==> src/uart_pkg.sv <==
////////////////////////////////////////////////////////////
// serial line constants and types
// frame is start bit, 8 data bits lsb first, stop bit
////////////////////////////////////////////////////////////

package uart_pkg;

   ////////////////////////////////////////////////////////////
   // sizes

   localparam int DIV_W   = 16;  // bit duration counter width
   localparam int DATA_W  = 8;   // data bits per frame
   localparam int DIV_MIN = 4;   // shortest legal bit, in cycles

   ////////////////////////////////////////////////////////////
   // types

   typedef logic [DATA_W-1:0] byte_t;
   typedef logic [DIV_W-1:0]  div_t;

   // word handed from the receiver to the register block
   typedef struct packed {
      logic  frame_err;  // stop bit sampled low
      byte_t data;
   } rx_word_t;

endpackage : uart_pkg

==> src/uart_csr_pkg.sv <==
////////////////////////////////////////////////////////////
// register map, register field layouts and bus widths
////////////////////////////////////////////////////////////

package uart_csr_pkg;

   localparam int ADDR_W = 3;   // bus address width
   localparam int BUS_W  = 16;  // bus data width

   ////////////////////////////////////////////////////////////
   // register addresses

   localparam logic [ADDR_W-1:0] ADDR_CTRL   = 3'd0;
   localparam logic [ADDR_W-1:0] ADDR_DIV    = 3'd1;
   localparam logic [ADDR_W-1:0] ADDR_TXDATA = 3'd2;
   localparam logic [ADDR_W-1:0] ADDR_RXDATA = 3'd3;
   localparam logic [ADDR_W-1:0] ADDR_STATUS = 3'd4;

   typedef struct packed {
      logic rx_en;     // bit 2
      logic tx_en;     // bit 1
      logic soft_rst;  // bit 0, self clearing
   } ctrl_t;

   typedef struct packed {
      logic overrun;    // bit 3, sticky
      logic frame_err;  // bit 2, sticky
      logic rx_valid;   // bit 1
      logic tx_ready;   // bit 0
   } status_t;

endpackage : uart_csr_pkg

==> src/uart_cfg_if.sv <==
////////////////////////////////////////////////////////////
// runtime configuration from the register block
// to the transmit and receive stages
////////////////////////////////////////////////////////////

`timescale 1ns/1ns

interface uart_cfg_if;
   import uart_pkg::*;

   logic soft_rst;  // one cycle pulse
   logic tx_en;
   logic rx_en;
   div_t bit_div;   // cycles per bit

   modport src (
      output soft_rst, tx_en, rx_en, bit_div
   );

   modport snk (
      input soft_rst, tx_en, rx_en, bit_div
   );

endinterface : uart_cfg_if

==> src/uart_csr.sv <==
////////////////////////////////////////////////////////////
// bus slave with CTRL, DIV, TXDATA, RXDATA and STATUS
// transmit hand-off and receive holding register
////////////////////////////////////////////////////////////

`timescale 1ns/1ns

module uart_csr (
   input  logic                           clk_i,
   input  logic                           arst_i,
   input  logic                           bus_req_i,
   input  logic                           bus_we_i,
   input  logic [uart_csr_pkg::ADDR_W-1:0] bus_addr_i,
   input  logic [uart_csr_pkg::BUS_W-1:0]  bus_wdata_i,
   output logic                           bus_ack_o,
   output logic [uart_csr_pkg::BUS_W-1:0]  bus_rdata_o,
   uart_cfg_if.src                        cfg,
   output logic                           tx_req_o,
   input  logic                           tx_ack_i,
   output uart_pkg::byte_t                tx_data_o,
   input  logic                           rx_req_i,
   output logic                           rx_ack_o,
   input  uart_pkg::rx_word_t             rx_word_i,
   output logic                           rts_o
);
   import uart_pkg::*;
   import uart_csr_pkg::*;

   ctrl_t             ctrl_q;
   div_t              div_q;
   logic              ack_q;
   logic [BUS_W-1:0]  rdata_q;
   logic              tx_req_q;
   byte_t             tx_data_q;
   logic              rx_ack_q;
   logic              rx_valid_q;
   byte_t             rx_data_q;
   logic              frame_err_q;
   logic              overrun_q;
   status_t           status;
   logic              access;
   logic              rd_rx;
   logic              tx_wr;
   logic              rx_accept;

   assign access    = bus_req_i && !ack_q;  // new cycle, not yet acked
   assign rd_rx     = access && !bus_we_i && (bus_addr_i == ADDR_RXDATA);
   assign tx_wr     = access && bus_we_i && (bus_addr_i == ADDR_TXDATA);
   assign rx_accept = rx_req_i && !rx_ack_q && (!rx_valid_q || rd_rx);

   always_comb begin
      status           = '0;
      status.tx_ready  = ctrl_q.tx_en && !tx_req_q && !tx_ack_i;
      status.rx_valid  = rx_valid_q;
      status.frame_err = frame_err_q;
      status.overrun   = overrun_q;
   end

   ////////////////////////////////////////////////////////////
   // bus decode, CTRL, DIV and transmit hand-off

   always_ff @(posedge clk_i or negedge arst_i) begin
      if (!arst_i) begin
         ack_q    <= 1'b0;
         ctrl_q   <= '0;
         div_q    <= div_t'(DIV_MIN);
         tx_req_q <= 1'b0;
      end else begin
         ctrl_q.soft_rst <= 1'b0;  // pulse only
         if (!bus_req_i) begin
            ack_q <= 1'b0;
         end else if (!ack_q) begin
            if (bus_we_i && bus_addr_i == ADDR_CTRL) begin
               ctrl_q <= ctrl_t'(bus_wdata_i[$bits(ctrl_t)-1:0]);
               ack_q  <= 1'b1;
            end else if (bus_we_i && bus_addr_i == ADDR_DIV) begin
               if (bus_wdata_i < DIV_MIN)
                  div_q <= div_t'(DIV_MIN);  // clamp short bits
               else
                  div_q <= bus_wdata_i;
               ack_q <= 1'b1;
            end else if (bus_we_i && bus_addr_i == ADDR_TXDATA) begin
               if (tx_req_q && tx_ack_i) begin  // byte taken, release bus
                  tx_req_q <= 1'b0;
                  ack_q    <= 1'b1;
               end else if (!tx_req_q && !tx_ack_i) begin
                  tx_req_q <= 1'b1;
               end
            end else begin
               ack_q <= 1'b1;
            end
         end
      end
   end

   always_ff @(posedge clk_i) begin
      if (tx_wr && !tx_req_q)
         tx_data_q <= bus_wdata_i[DATA_W-1:0];  // held while req is up
   end

   always_ff @(posedge clk_i) begin
      if (access && !bus_we_i) begin
         case (bus_addr_i)
            ADDR_CTRL:   rdata_q <= BUS_W'(ctrl_q);
            ADDR_DIV:    rdata_q <= div_q;
            ADDR_RXDATA: rdata_q <= rx_valid_q ? BUS_W'(rx_data_q) : '0;
            ADDR_STATUS: rdata_q <= BUS_W'(status);
            default:     rdata_q <= '0;
         endcase
      end
   end

   ////////////////////////////////////////////////////////////
   // receive holding register

   always_ff @(posedge clk_i or negedge arst_i) begin
      if (!arst_i) begin
         rx_ack_q    <= 1'b0;
         rx_valid_q  <= 1'b0;
         frame_err_q <= 1'b0;
         overrun_q   <= 1'b0;
      end else begin
         rx_ack_q <= rx_req_i;  // always take the word
         if (ctrl_q.soft_rst) begin
            rx_valid_q  <= 1'b0;
            frame_err_q <= 1'b0;
            overrun_q   <= 1'b0;
         end else begin
            if (rd_rx)
               rx_valid_q <= 1'b0;
            if (rx_accept) begin
               rx_valid_q  <= 1'b1;
               frame_err_q <= frame_err_q | rx_word_i.frame_err;
            end else if (rx_req_i && !rx_ack_q) begin
               overrun_q <= 1'b1;  // new word dropped
            end
         end
      end
   end

   always_ff @(posedge clk_i) begin
      if (rx_accept)
         rx_data_q <= rx_word_i.data;
   end

   assign bus_ack_o    = ack_q;
   assign bus_rdata_o  = rdata_q;
   assign tx_req_o     = tx_req_q;
   assign tx_data_o    = tx_data_q;
   assign rx_ack_o     = rx_ack_q;
   assign rts_o        = ctrl_q.rx_en && !rx_valid_q;  // room for one byte
   assign cfg.soft_rst = ctrl_q.soft_rst;
   assign cfg.tx_en    = ctrl_q.tx_en;
   assign cfg.rx_en    = ctrl_q.rx_en;
   assign cfg.bit_div  = div_q;

   // master keeps req up until it has seen ack
   a_ack_needs_req : assert property (@(posedge clk_i) disable iff (!arst_i)
      $rose(bus_ack_o) |-> bus_req_i);

   a_div_legal : assert property (@(posedge clk_i) disable iff (!arst_i)
      (bus_req_i && bus_we_i && bus_addr_i == ADDR_DIV) |-> bus_wdata_i >= BUS_W'(DIV_MIN));

endmodule : uart_csr

==> src/uart_tx_serializer.sv <==
////////////////////////////////////////////////////////////
// cts synchronizer and transmit frame shifter
////////////////////////////////////////////////////////////

`timescale 1ns/1ns

module uart_tx_serializer (
   input  logic            clk_i,
   input  logic            arst_i,
   uart_cfg_if.snk         cfg,
   input  logic            tx_req_i,
   output logic            tx_ack_o,
   input  uart_pkg::byte_t tx_data_i,
   input  logic            cts_i,
   output logic            txd_o
);
   import uart_pkg::*;

   logic [1:0]        cts_sync_q;
   logic              busy_q;
   logic              ack_q;
   logic [DATA_W+1:0] shift_q;  // {stop, data, start}
   div_t              cyc_q;
   logic [3:0]        bit_q;
   logic              start;

   // idle, enabled, clear to send and a fresh request
   assign start = !busy_q && !ack_q && tx_req_i && cfg.tx_en && cts_sync_q[1];

   always_ff @(posedge clk_i or negedge arst_i) begin
      if (!arst_i)
         cts_sync_q <= 2'b00;
      else
         cts_sync_q <= {cts_sync_q[0], cts_i};
   end

   ////////////////////////////////////////////////////////////
   // frame shifter

   always_ff @(posedge clk_i or negedge arst_i) begin
      if (!arst_i) begin
         busy_q  <= 1'b0;
         ack_q   <= 1'b0;
         shift_q <= '1;
         cyc_q   <= '0;
         bit_q   <= '0;
      end else if (cfg.soft_rst) begin
         busy_q  <= 1'b0;
         ack_q   <= 1'b0;
         shift_q <= '1;
         cyc_q   <= '0;
         bit_q   <= '0;
      end else begin
         if (!tx_req_i)
            ack_q <= 1'b0;  // four-phase return
         if (start) begin
            shift_q <= {1'b1, tx_data_i, 1'b0};
            busy_q  <= 1'b1;
            ack_q   <= 1'b1;
            cyc_q   <= div_t'(1);
            bit_q   <= '0;
         end else if (busy_q) begin
            if (cyc_q == cfg.bit_div) begin
               cyc_q <= div_t'(1);
               if (bit_q == 4'(DATA_W + 1)) begin  // stop bit done
                  busy_q <= 1'b0;
               end else begin
                  shift_q <= {1'b1, shift_q[DATA_W+1:1]};
                  bit_q   <= bit_q + 4'd1;
               end
            end else begin
               cyc_q <= cyc_q + 1'b1;
            end
         end
      end
   end

   assign tx_ack_o = ack_q;
   assign txd_o    = shift_q[0];

   // shifter is back to all ones once the stop bit is out
   a_idle_line_high : assert property (@(posedge clk_i) disable iff (!arst_i)
      !busy_q |-> txd_o);

endmodule : uart_tx_serializer

==> src/uart_rx_deserializer.sv <==
////////////////////////////////////////////////////////////
// rxd synchronizer, start detection, mid-bit sampling
// stop check and four-phase word hand-off
////////////////////////////////////////////////////////////

`timescale 1ns/1ns

module uart_rx_deserializer (
   input  logic               clk_i,
   input  logic               arst_i,
   uart_cfg_if.snk            cfg,
   input  logic               rxd_i,
   output logic               rx_req_o,
   input  logic               rx_ack_i,
   output uart_pkg::rx_word_t rx_word_o
);
   import uart_pkg::*;

   typedef enum logic [2:0] {
      S_SYNC,   // line must stay high for one bit
      S_IDLE,   // waiting for the start edge
      S_START,  // half bit into the start bit
      S_DATA,
      S_STOP
   } state_t;

   logic [1:0]                rxd_sync_q;
   logic                      rxd_s;
   state_t                    state_q;
   div_t                      cyc_q;
   logic [$clog2(DATA_W)-1:0] bit_q;
   byte_t                     shift_q;
   logic                      req_q;
   rx_word_t                  word_q;
   logic                      bit_end;
   logic                      done;

   assign rxd_s   = rxd_sync_q[1];
   assign bit_end = (cyc_q == cfg.bit_div);
   assign done    = (state_q == S_STOP) && bit_end;  // middle of stop bit

   always_ff @(posedge clk_i or negedge arst_i) begin
      if (!arst_i)
         rxd_sync_q <= 2'b11;  // idle line level
      else
         rxd_sync_q <= {rxd_sync_q[0], rxd_i};
   end

   ////////////////////////////////////////////////////////////
   // frame FSM

   always_ff @(posedge clk_i or negedge arst_i) begin
      if (!arst_i) begin
         state_q <= S_SYNC;
         cyc_q   <= div_t'(1);
         bit_q   <= '0;
      end else if (cfg.soft_rst || !cfg.rx_en) begin
         state_q <= S_SYNC;
         cyc_q   <= div_t'(1);
         bit_q   <= '0;
      end else begin
         case (state_q)
            S_SYNC: begin
               if (!rxd_s)
                  cyc_q <= div_t'(1);  // line low, start over
               else if (bit_end)
                  state_q <= S_IDLE;
               else
                  cyc_q <= cyc_q + 1'b1;
            end
            S_IDLE: begin
               cyc_q <= div_t'(1);
               if (!rxd_s)
                  state_q <= S_START;
            end
            S_START: begin
               if (cyc_q == (cfg.bit_div >> 1)) begin
                  cyc_q   <= div_t'(1);
                  bit_q   <= '0;
                  state_q <= rxd_s ? S_SYNC : S_DATA;  // glitch, drop it
               end else begin
                  cyc_q <= cyc_q + 1'b1;
               end
            end
            S_DATA: begin
               if (bit_end) begin
                  cyc_q <= div_t'(1);
                  if (int'(bit_q) == DATA_W - 1)
                     state_q <= S_STOP;
                  else
                     bit_q <= bit_q + 1'b1;
               end else begin
                  cyc_q <= cyc_q + 1'b1;
               end
            end
            S_STOP: begin
               if (bit_end) begin
                  cyc_q   <= div_t'(1);
                  state_q <= rxd_s ? S_IDLE : S_SYNC;  // bad stop, resync
               end else begin
                  cyc_q <= cyc_q + 1'b1;
               end
            end
            default: state_q <= S_SYNC;
         endcase
      end
   end

   always_ff @(posedge clk_i) begin
      if (state_q == S_DATA && bit_end)
         shift_q <= {rxd_s, shift_q[DATA_W-1:1]};  // lsb arrives first
   end

   ////////////////////////////////////////////////////////////
   // word hand-off

   always_ff @(posedge clk_i or negedge arst_i) begin
      if (!arst_i)
         req_q <= 1'b0;
      else if (cfg.soft_rst || !cfg.rx_en)
         req_q <= 1'b0;
      else if (rx_ack_i)
         req_q <= 1'b0;
      else if (done)
         req_q <= 1'b1;
   end

   always_ff @(posedge clk_i) begin
      if (done) begin
         word_q.data      <= shift_q;
         word_q.frame_err <= !rxd_s;
      end
   end

   assign rx_req_o  = req_q;
   assign rx_word_o = word_q;

endmodule : uart_rx_deserializer

==> src/uart_top.sv <==
////////////////////////////////////////////////////////////
// UART top level, register block and both serial stages
////////////////////////////////////////////////////////////

`timescale 1ns/1ns

module uart_top (
   input  logic                            clk_i,
   input  logic                            arst_i,
   input  logic                            bus_req_i,
   input  logic                            bus_we_i,
   input  logic [uart_csr_pkg::ADDR_W-1:0] bus_addr_i,
   input  logic [uart_csr_pkg::BUS_W-1:0]  bus_wdata_i,
   output logic                            bus_ack_o,
   output logic [uart_csr_pkg::BUS_W-1:0]  bus_rdata_o,
   input  logic                            rxd_i,
   output logic                            txd_o,
   input  logic                            cts_i,
   output logic                            rts_o
);
   import uart_pkg::*;

   logic     tx_req;   // csr to serializer
   logic     tx_ack;
   byte_t    tx_data;
   logic     rx_req;   // deserializer to csr
   logic     rx_ack;
   rx_word_t rx_word;

   uart_cfg_if uart_cfg_if_inst ();

   uart_csr uart_csr_inst (
      .clk_i      (clk_i),
      .arst_i     (arst_i),
      .bus_req_i  (bus_req_i),
      .bus_we_i   (bus_we_i),
      .bus_addr_i (bus_addr_i),
      .bus_wdata_i(bus_wdata_i),
      .bus_ack_o  (bus_ack_o),
      .bus_rdata_o(bus_rdata_o),
      .cfg        (uart_cfg_if_inst.src),
      .tx_req_o   (tx_req),
      .tx_ack_i   (tx_ack),
      .tx_data_o  (tx_data),
      .rx_req_i   (rx_req),
      .rx_ack_o   (rx_ack),
      .rx_word_i  (rx_word),
      .rts_o      (rts_o)
   );

   uart_tx_serializer uart_tx_serializer_inst (
      .clk_i    (clk_i),
      .arst_i   (arst_i),
      .cfg      (uart_cfg_if_inst.snk),
      .tx_req_i (tx_req),
      .tx_ack_o (tx_ack),
      .tx_data_i(tx_data),
      .cts_i    (cts_i),
      .txd_o    (txd_o)
   );

   uart_rx_deserializer uart_rx_deserializer_inst (
      .clk_i    (clk_i),
      .arst_i   (arst_i),
      .cfg      (uart_cfg_if_inst.snk),
      .rxd_i    (rxd_i),
      .rx_req_o (rx_req),
      .rx_ack_i (rx_ack),
      .rx_word_o(rx_word)
   );

endmodule : uart_top

==> config.mk <==
export PLATFORM = sky130hd
export DESIGN_NAME = uart_top
export DESIGN_NICKNAME = d
export VERILOG_FILES = /design/src/uart_pkg.sv /design/src/uart_csr_pkg.sv /design/src/uart_cfg_if.sv /design/src/uart_csr.sv /design/src/uart_tx_serializer.sv /design/src/uart_rx_deserializer.sv /design/src/uart_top.sv
export SDC_FILE = /design/constraint.sdc
export NUM_CORES = 1
export LEC_CHECK = 0
export ABC_AREA = 1
export BUFFER_PORTS_ARGS = -buffer_cell sky130_fd_sc_hd__buf_2
export CELL_PAD_IN_SITES_DETAIL_PLACEMENT = 0
export CELL_PAD_IN_SITES_GLOBAL_PLACEMENT = 1
export CORE_ASPECT_RATIO = 1.4
export CORE_UTILIZATION = 41
export DETAILED_ROUTE_END_ITERATION = 6
export GPL_ROUTABILITY_DRIVEN = 0
export GPL_TIMING_DRIVEN = 0
export PLACE_DENSITY_LB_ADDON = 0.2
export SKIP_CTS_REPAIR_TIMING = 1
export SLEW_MARGIN = 15
export SYNTH_ARGS = -nofsm -noshare
export SYNTH_HDL_FRONTEND = slang
export SYNTH_SLANG_ARGS = --single-unit
==> constraint.sdc <==
create_clock -name clk_i -period 2.7 [get_ports clk_i]
set_input_delay 0.405 -clock clk_i [delete_from_list [all_inputs] [get_ports clk_i]]
set_output_delay 0.405 -clock clk_i [all_outputs]
set_load 0.01 [all_outputs]
# --- Word level (Yosys, flattened, before mapping) ---
# Index checks and enable logic that the tools add are counted.
totals:
  regBits: 133
  input_bits: 25
  out_inout_bits: 19
  elab_cells: 183
classes:
  add_sub_neg: 4
  magnitude_cmp: 1
  eq_ne: 25
  n_mux: 69
  bitwise: 4
  reduce_logical: 53
ops:
  columns: ["operator", "count"]
  rows:
  - ["$mux 16", 10]
  - ["$pmux 16 s4", 2]
  - ["$mux 10", 5]
  - ["$mux 3", 12]
  - ["$add 16x1->16 const B", 2]
  - ["$eq 16x16->1", 2]
  - ["$mux 1", 31]
  - ["$logic_and 1x1->1", 22]
  - ["$mux 4", 5]
  - ["$ne 3x1->1 const B", 6]
  - ["$eq 16x15->1", 1]
  - ["$lt 16x3->1 const B", 1]
  - ["$pmux 3 s5", 1]
  - ["$reduce_bool 3->1", 5]
  - ["$eq 3x2->1 const B", 4]
  - ["$eq 3x1->1 const B", 3]
  - ["$logic_not 1->1", 9]
  - ["$ne 3x2->1 const B", 3]
  - ["$mux 8", 1]
  - ["$reduce_and 4->1", 2]
  - ["$reduce_and 7->1", 1]
  - ["$eq 3x3->1 const B", 2]
  - ["$logic_not 3->1", 2]
  - ["$pmux 3 s2", 1]
  - ["other kinds (16)", 23]

# --- Logic depth before layout (Yosys ltp) ---
depth:
  depth_word: 8
  mapped_depth: 13
  mapped_depth_nobuf: 13

# --- Hierarchy ---
# Synthesis repeated with hierarchy kept, for this count alone.
hier_totals:
  hier_cells: 926
  area_unflattened_um2: 7319.5
modules_own_cells:
  columns: ["module", "instances", "cells_per_inst", "area_each_um2"]
  rows:
  - ["uart_rx_deserializer", 1, 395, 2835.2]
  - ["uart_csr", 1, 212, 2348.5]
  - ["uart_tx_serializer", 1, 319, 2135.8]

# --- Least setup slack after synthesis ---
# No wires, ideal clock.
synth_path:
  kind: "input -> register"
  startpoint: "input port bus_req_i"
  endpoint: "register uart_csr_inst.rx_data_q[0], enable pin"
  setup_time_ns: 0.386
  arrival_time_ns: 2.280
  required_ns: 2.314
  path_slack_ns: 0.034
  path_stages: 6
  path_cell_list: "inv_1 > nor2_1 > inv_1 > nor2_1 > a21oi_1 > nor3_1"
synth_between:
  elab_chain_cells: 5
synth_lines:
  columns: ["item", "line_no", "source"]
  rows:
  - ["start: declaration", "uart_top.sv:10", "input logic bus_req_i,"]
  - ["$logic_and 1x1->1", "uart_csr.sv:46", "assign access = bus_req_i && !ack_q;"]
  - ["$logic_and 1x1->1 (2 in series)", "uart_csr.sv:47", "assign rd_rx = access && !bus_we_i && (bus_addr_i == ADDR_RXDATA);"]
  - ["$logic_or 1x1->1", "uart_csr.sv:49", "assign rx_accept = rx_req_i && !rx_ack_q && (!rx_valid_q || rd_rx);"]
  - ["$logic_and 1x1->1", "uart_csr.sv:49", null]
  - ["via uart_csr_inst.rx_accept", "uart_csr.sv:44", "logic rx_accept;"]
  - ["end signal: assignment", "uart_csr.sv:143", "rx_data_q <= rx_word_i.data;"]
  - ["end: declaration", "uart_csr.sv:37", "byte_t rx_data_q;"]
# The timed path passes the listed nets, and every way through them passes these cells.
# A chain may end at the register's enable or synchronous reset.

# --- Worst setup path in the final report ---
layout_path:
  startpoint: "register uart_csr_inst.div_q[12] (netlist: uart_csr_inst.cfg.bit_div[12])"
  endpoint: "register uart_rx_deserializer_inst.word_q, in the netlist uart_rx_deserializer_inst.rx_word_o[0], enable pin"
layout_between:
  elab_chain_cells: 2
layout_lines:
  columns: ["item", "line_no", "source"]
  rows:
  - ["start: declaration", "uart_csr.sv:30", "div_t div_q;"]
  - ["start signal: assignment", "uart_csr.sv:66", "div_q <= div_t'(DIV_MIN);"]
  - ["start signal: assignment", "uart_csr.sv:78", "div_q <= div_t'(DIV_MIN);"]
  - ["start signal: assignment", "uart_csr.sv:80", "div_q <= bus_wdata_i;"]
  - ["$eq 16x16->1", "uart_rx_deserializer.sv:39", "assign bit_end = (cyc_q == cfg.bit_div);"]
  - ["$logic_and 1x1->1", "uart_rx_deserializer.sv:40", "assign done = (state_q == S_STOP) && bit_end;"]
  - ["via uart_rx_deserializer_inst.done", "uart_rx_deserializer.sv:36", "logic done;"]
  - ["end: declaration", "uart_rx_deserializer.sv:34", "rx_word_t word_q;"]
# The timed path passes the listed nets, and every way through them passes these cells.

==> impl_metrics.csv <==
group,metric,value,unit
synth,ys_seq_area_share,53.7,%
drt,drtAntennaViolNets,0,
cts,numCtsBuffers,17,
power_and_ir_drop,p_comb_share,22.8,%
drt,drt_first_pass_iters,5,
synth,async_flop_share,62.9,%
die,fp.dieW,110,µm
worst_setup_path,reg2reg_slack,430,ps
job,max_cap_violations,0,
sta,rsz0062_at_grt,"false",
sta,finalHoldViolCount,37,
synth,synth-seq-cells,132,
global_routing,grt_max_degree,45,
die,die_h,153,µm
synth,yosysWarnings,0,
synth,synthCells,788,
worst_setup_path,timing.rr.start,"uart_csr_inst.cfg.bit_div[12]",
sta,fmax,440,MHz
synth,syn_area_per_cell,8.42,µm²
place,dp_cells,1029,
power_and_ir_drop,p_leak,3.46,nW
synth,ys_types,44,
cells_and_area,syn_to_final_growth,16.8,%
die,rows,54,
drt,vias,5389,
die,ioPinCount,44,
cts,cts_tree,"built",
global_routing,antenna_found_initial,0,
cts,cts_root_buffer,"clkbuf_16",
synth,syn_area,6630,µm²
worst_setup_path,end_kind,"register",
power_and_ir_drop,pwr-share-clk,36.5,%
outcome,status,"finished, violations left",
synth,ys.flop_type,"dfrtp_1",
outcome,violations,"negative hold slack",
power_and_ir_drop,p_seq_share,40.7,%
worst_setup_path,critical_path_class,"register to register",
cells_and_area,layout-drive-gt1-share,17.2,%
sta,setup_ws,429,ps
sta,hold_ws,-31.7,ps
sta,worst-slew-pin-transition,1100,ps
die,die_area,16700,µm²
global_routing,busiest_layer,"met2",
die,start_util,42.3,%
sta,period_minus_slack,2270,ps
global_routing,grt_pass1_vias,5419,
cells_and_area,stdcell_count,1061,
worst_setup_path,r2r-end,"uart_rx_deserializer_inst.rx_word_o[0]",
sta,maxSlewViolCount,0,
cts,clkSlewWorstSetupHoldPaths,60,ps
worst_setup_path,startpoint_type,"register",
power_and_ir_drop,power.share.switching,33.6,%
cells_and_area,n_antenna_cell,0,
cells_and_area,regArea,3560,µm²
drt,drc,0,
sta,setup_viol,0,
synth,synth-edff-count,49,
place,dp_slack,314,ps
synth,syn-num-nets,820,
place,port_buffers,43,
hold_path,hold_class,"primary input to async pin",
place,place_hpwl,12300,µm
cells_and_area,final_nets,884,
sta,fin_skew,9.83,ps
worst_setup_path,reg2reg_depth,8,
die,core,15700,µm²
global_routing,grt_overflow,0,
cts,clk-insertion-delay-late,430,ps
drt,routed_via_density,5.08,
sta,final.period_utilization,84.1,%
cells_and_area,multi_input_area,2640,µm²
power_and_ir_drop,p_sw,2.19,mW
worst_setup_path,arrival,2330,ps
global_routing,grt_use_met3,4.36,%
cts,clock-sinks,132,
power_and_ir_drop,ir_worst_vdd,540,µV
drt,wl,16300,µm
cts,htreeDepth,4,
drt,wl_per_cell,15.3,µm
cts,clockBufferDepth,2,
cells_and_area,fillerInstances,1518,
drt,drt_iter0_drc,420,
power_and_ir_drop,internal-power,4.33,mW
power_and_ir_drop,p_per_area,842,nW/µm²
global_routing,grt_pass1_wl,26700,µm
global_routing,met2_usage,38.2,%
worst_setup_path,critPathMaxFanout,10,
sta,slew_headroom,26.3,%
global_routing,track_usage,21.2,%
worst_setup_path,crit_required,2760,ps
global_routing,use_met1,24.0,%
final cells by class:
| type | count | share of cell area, % |
|---|---|---|
| Tap cell | 196 | 3.16 |
| Multi-Input combinational cell | 547 | 34.1 |
| Clock buffer | 18 | 5.67 |
| Sequential cell | 132 | 46.0 |
| Clock inverter | 14 | 2.16 |
| Timing Repair Buffer | 45 | 3.36 |
| Inverter | 98 | 4.84 |
| Buffer | 11 | 0.710 |
worst max-delay path, stage by stage (launching register included):
cell and delay, ps:
dfrtp_1 470, inv_2 90, nand2_1 70, nand2_1 50, nor2_1 150, nand2_1 130, nor2_4 210, nand2_2 120
nor2_1 590
Yosys cell counts (2+ instances only):
cell type,number,area share [%]
inv_2,15,0.85
nor2_2,14,1.3
nand3_1,41,3.1
o21ai_0,49,3.7
nor3_1,12,0.91
nor2_1,88,5.0
or2_2,2,0.19
buf_2,5,0.38
xnor2_1,14,1.8
nand2_1,223,13
dfrtp_1,70,26
nor2_4,3,0.51
o22ai_1,10,0.94
edfxtp_1,49,22
nor3b_1,2,0.23
xor2_1,2,0.26
dfstp_2,13,5.1
o2111ai_1,2,0.26
clkbuf_1,3,0.17
ha_1,7,1.3
nand2_2,10,0.94
nor4_1,3,0.28
nand4_1,18,1.7
inv_1,81,4.6
a21oi_1,24,1.8
o21ai_1,9,0.68
buf_4,2,0.23
power by group through the flow:
stage | clock network, mW | registers [mW] | logic, mW
floorplan | 0 | 2.60 | 1.13
CTS | 2.42 | 2.65 | 1.50
global route | 2.51 | 2.69 | 1.70
finish | 2.38 | 2.65 | 1.49
detailed placement | 0 | 2.68 | 1.50
global placement | 0 | 2.68 | 1.46
stage by stage:
stage	hold WS (ps)	area, µm²	util [%]	TNS, ps	total power [mW]
after floorplan	109	6630	-	0	3.73
after global placement	335	7090	45.3	-6580	4.14
after detailed placement	348	7140	45.6	0	4.18
after CTS	-19.3	7750	49.4	0	6.58
after global routing	3.25	7750	49.4	0	6.90
final	-31.7	7750	49.4	0	6.52
kinds of logic after synthesis:
family	after synthesis	share of synthesized area, %
simple gates	423	28.1
compound gates	101	8.24
fa+ha+maj	7	1.32
xor+xnor	16	2.11
flops	132	53.7
buf+inv	109	6.49
metal layers:
| layer | up-vias | part of all wire [%] |
|---|---|---|
| met4 | 0 | 1.7 |
| met3 | 22 | 2.4 |
| met1 | 2589 | 41 |
| li1 | 2708 | - |
| met2 | 70 | 55 |
| met5 | - | 0 |
state kept, by name, indices dropped and copies added (netlist names), 2 cells and up:
name and count:
uart_csr_inst.bus_rdata_o 16, uart_csr_inst.cfg.bit_div 16, uart_rx_deserializer_inst.cyc_q 16, uart_tx_serializer_inst.cyc_q 16, uart_rx_deserializer_inst.rx_word_o 9, uart_tx_serializer_inst.shift_q 9
uart_csr_inst.rx_data_q 8, uart_csr_inst.tx_data_o 8, uart_rx_deserializer_inst.shift_q 8, uart_tx_serializer_inst.bit_q 4, uart_rx_deserializer_inst.bit_q 3, uart_rx_deserializer_inst.state_q 3
uart_rx_deserializer_inst.rxd_sync_q 2, uart_tx_serializer_inst.cts_sync_q 2
placed cells by master, fill, tap and decap left out, drive strengths merged:
cell type | Yosys | final
a21oi | 24 | 24
a221oi | 1 | 1
a31oi | 1 | 1
and3 | 1 | 1
buf | 8 | 53
bufinv | 0 | 2
clkbuf | 3 | 21
clkinv | 0 | 3
clkinvlp | 0 | 1
dfrtp | 70 | 70
dfstp | 13 | 13
edfxtp | 49 | 49
ha | 7 | 7
inv | 98 | 106
nand2 | 235 | 235
nand3 | 42 | 42
nand3b | 1 | 1
nand4 | 19 | 19
nor2 | 105 | 105
nor3 | 12 | 12
nor3b | 2 | 2
nor4 | 4 | 4
o2111ai | 2 | 2
o211a | 1 | 1
o211ai | 1 | 1
o21ai | 58 | 58
o21bai | 1 | 1
o221ai | 1 | 1
o22ai | 10 | 10
o31ai | 1 | 1
or2 | 2 | 2
xnor2 | 14 | 14
xor2 | 2 | 2
worst max path at each step:
stage	startpoint	to	slack, ps	depth (start not counted)
3_3_place_gp	bus_req_i	uart_csr_inst.rx_data_q[7]	-730	7
6_report	uart_csr_inst.cfg.bit_div[12]	uart_rx_deserializer_inst.rx_word_o[0]	430	8
3_5_place_dp	bus_req_i	uart_csr_inst.rx_data_q[7]	310	7
4_1_cts	uart_csr_inst.cfg.bit_div[12]	uart_rx_deserializer_inst.rx_word_o[0]	370	8
5_1_grt	uart_csr_inst.bus_ack_o	uart_csr_inst.frame_err_q	170	7
2_1_floorplan	bus_req_i	uart_csr_inst.rx_data_q[0]	30	6
(Power assumes the default switching activity.)
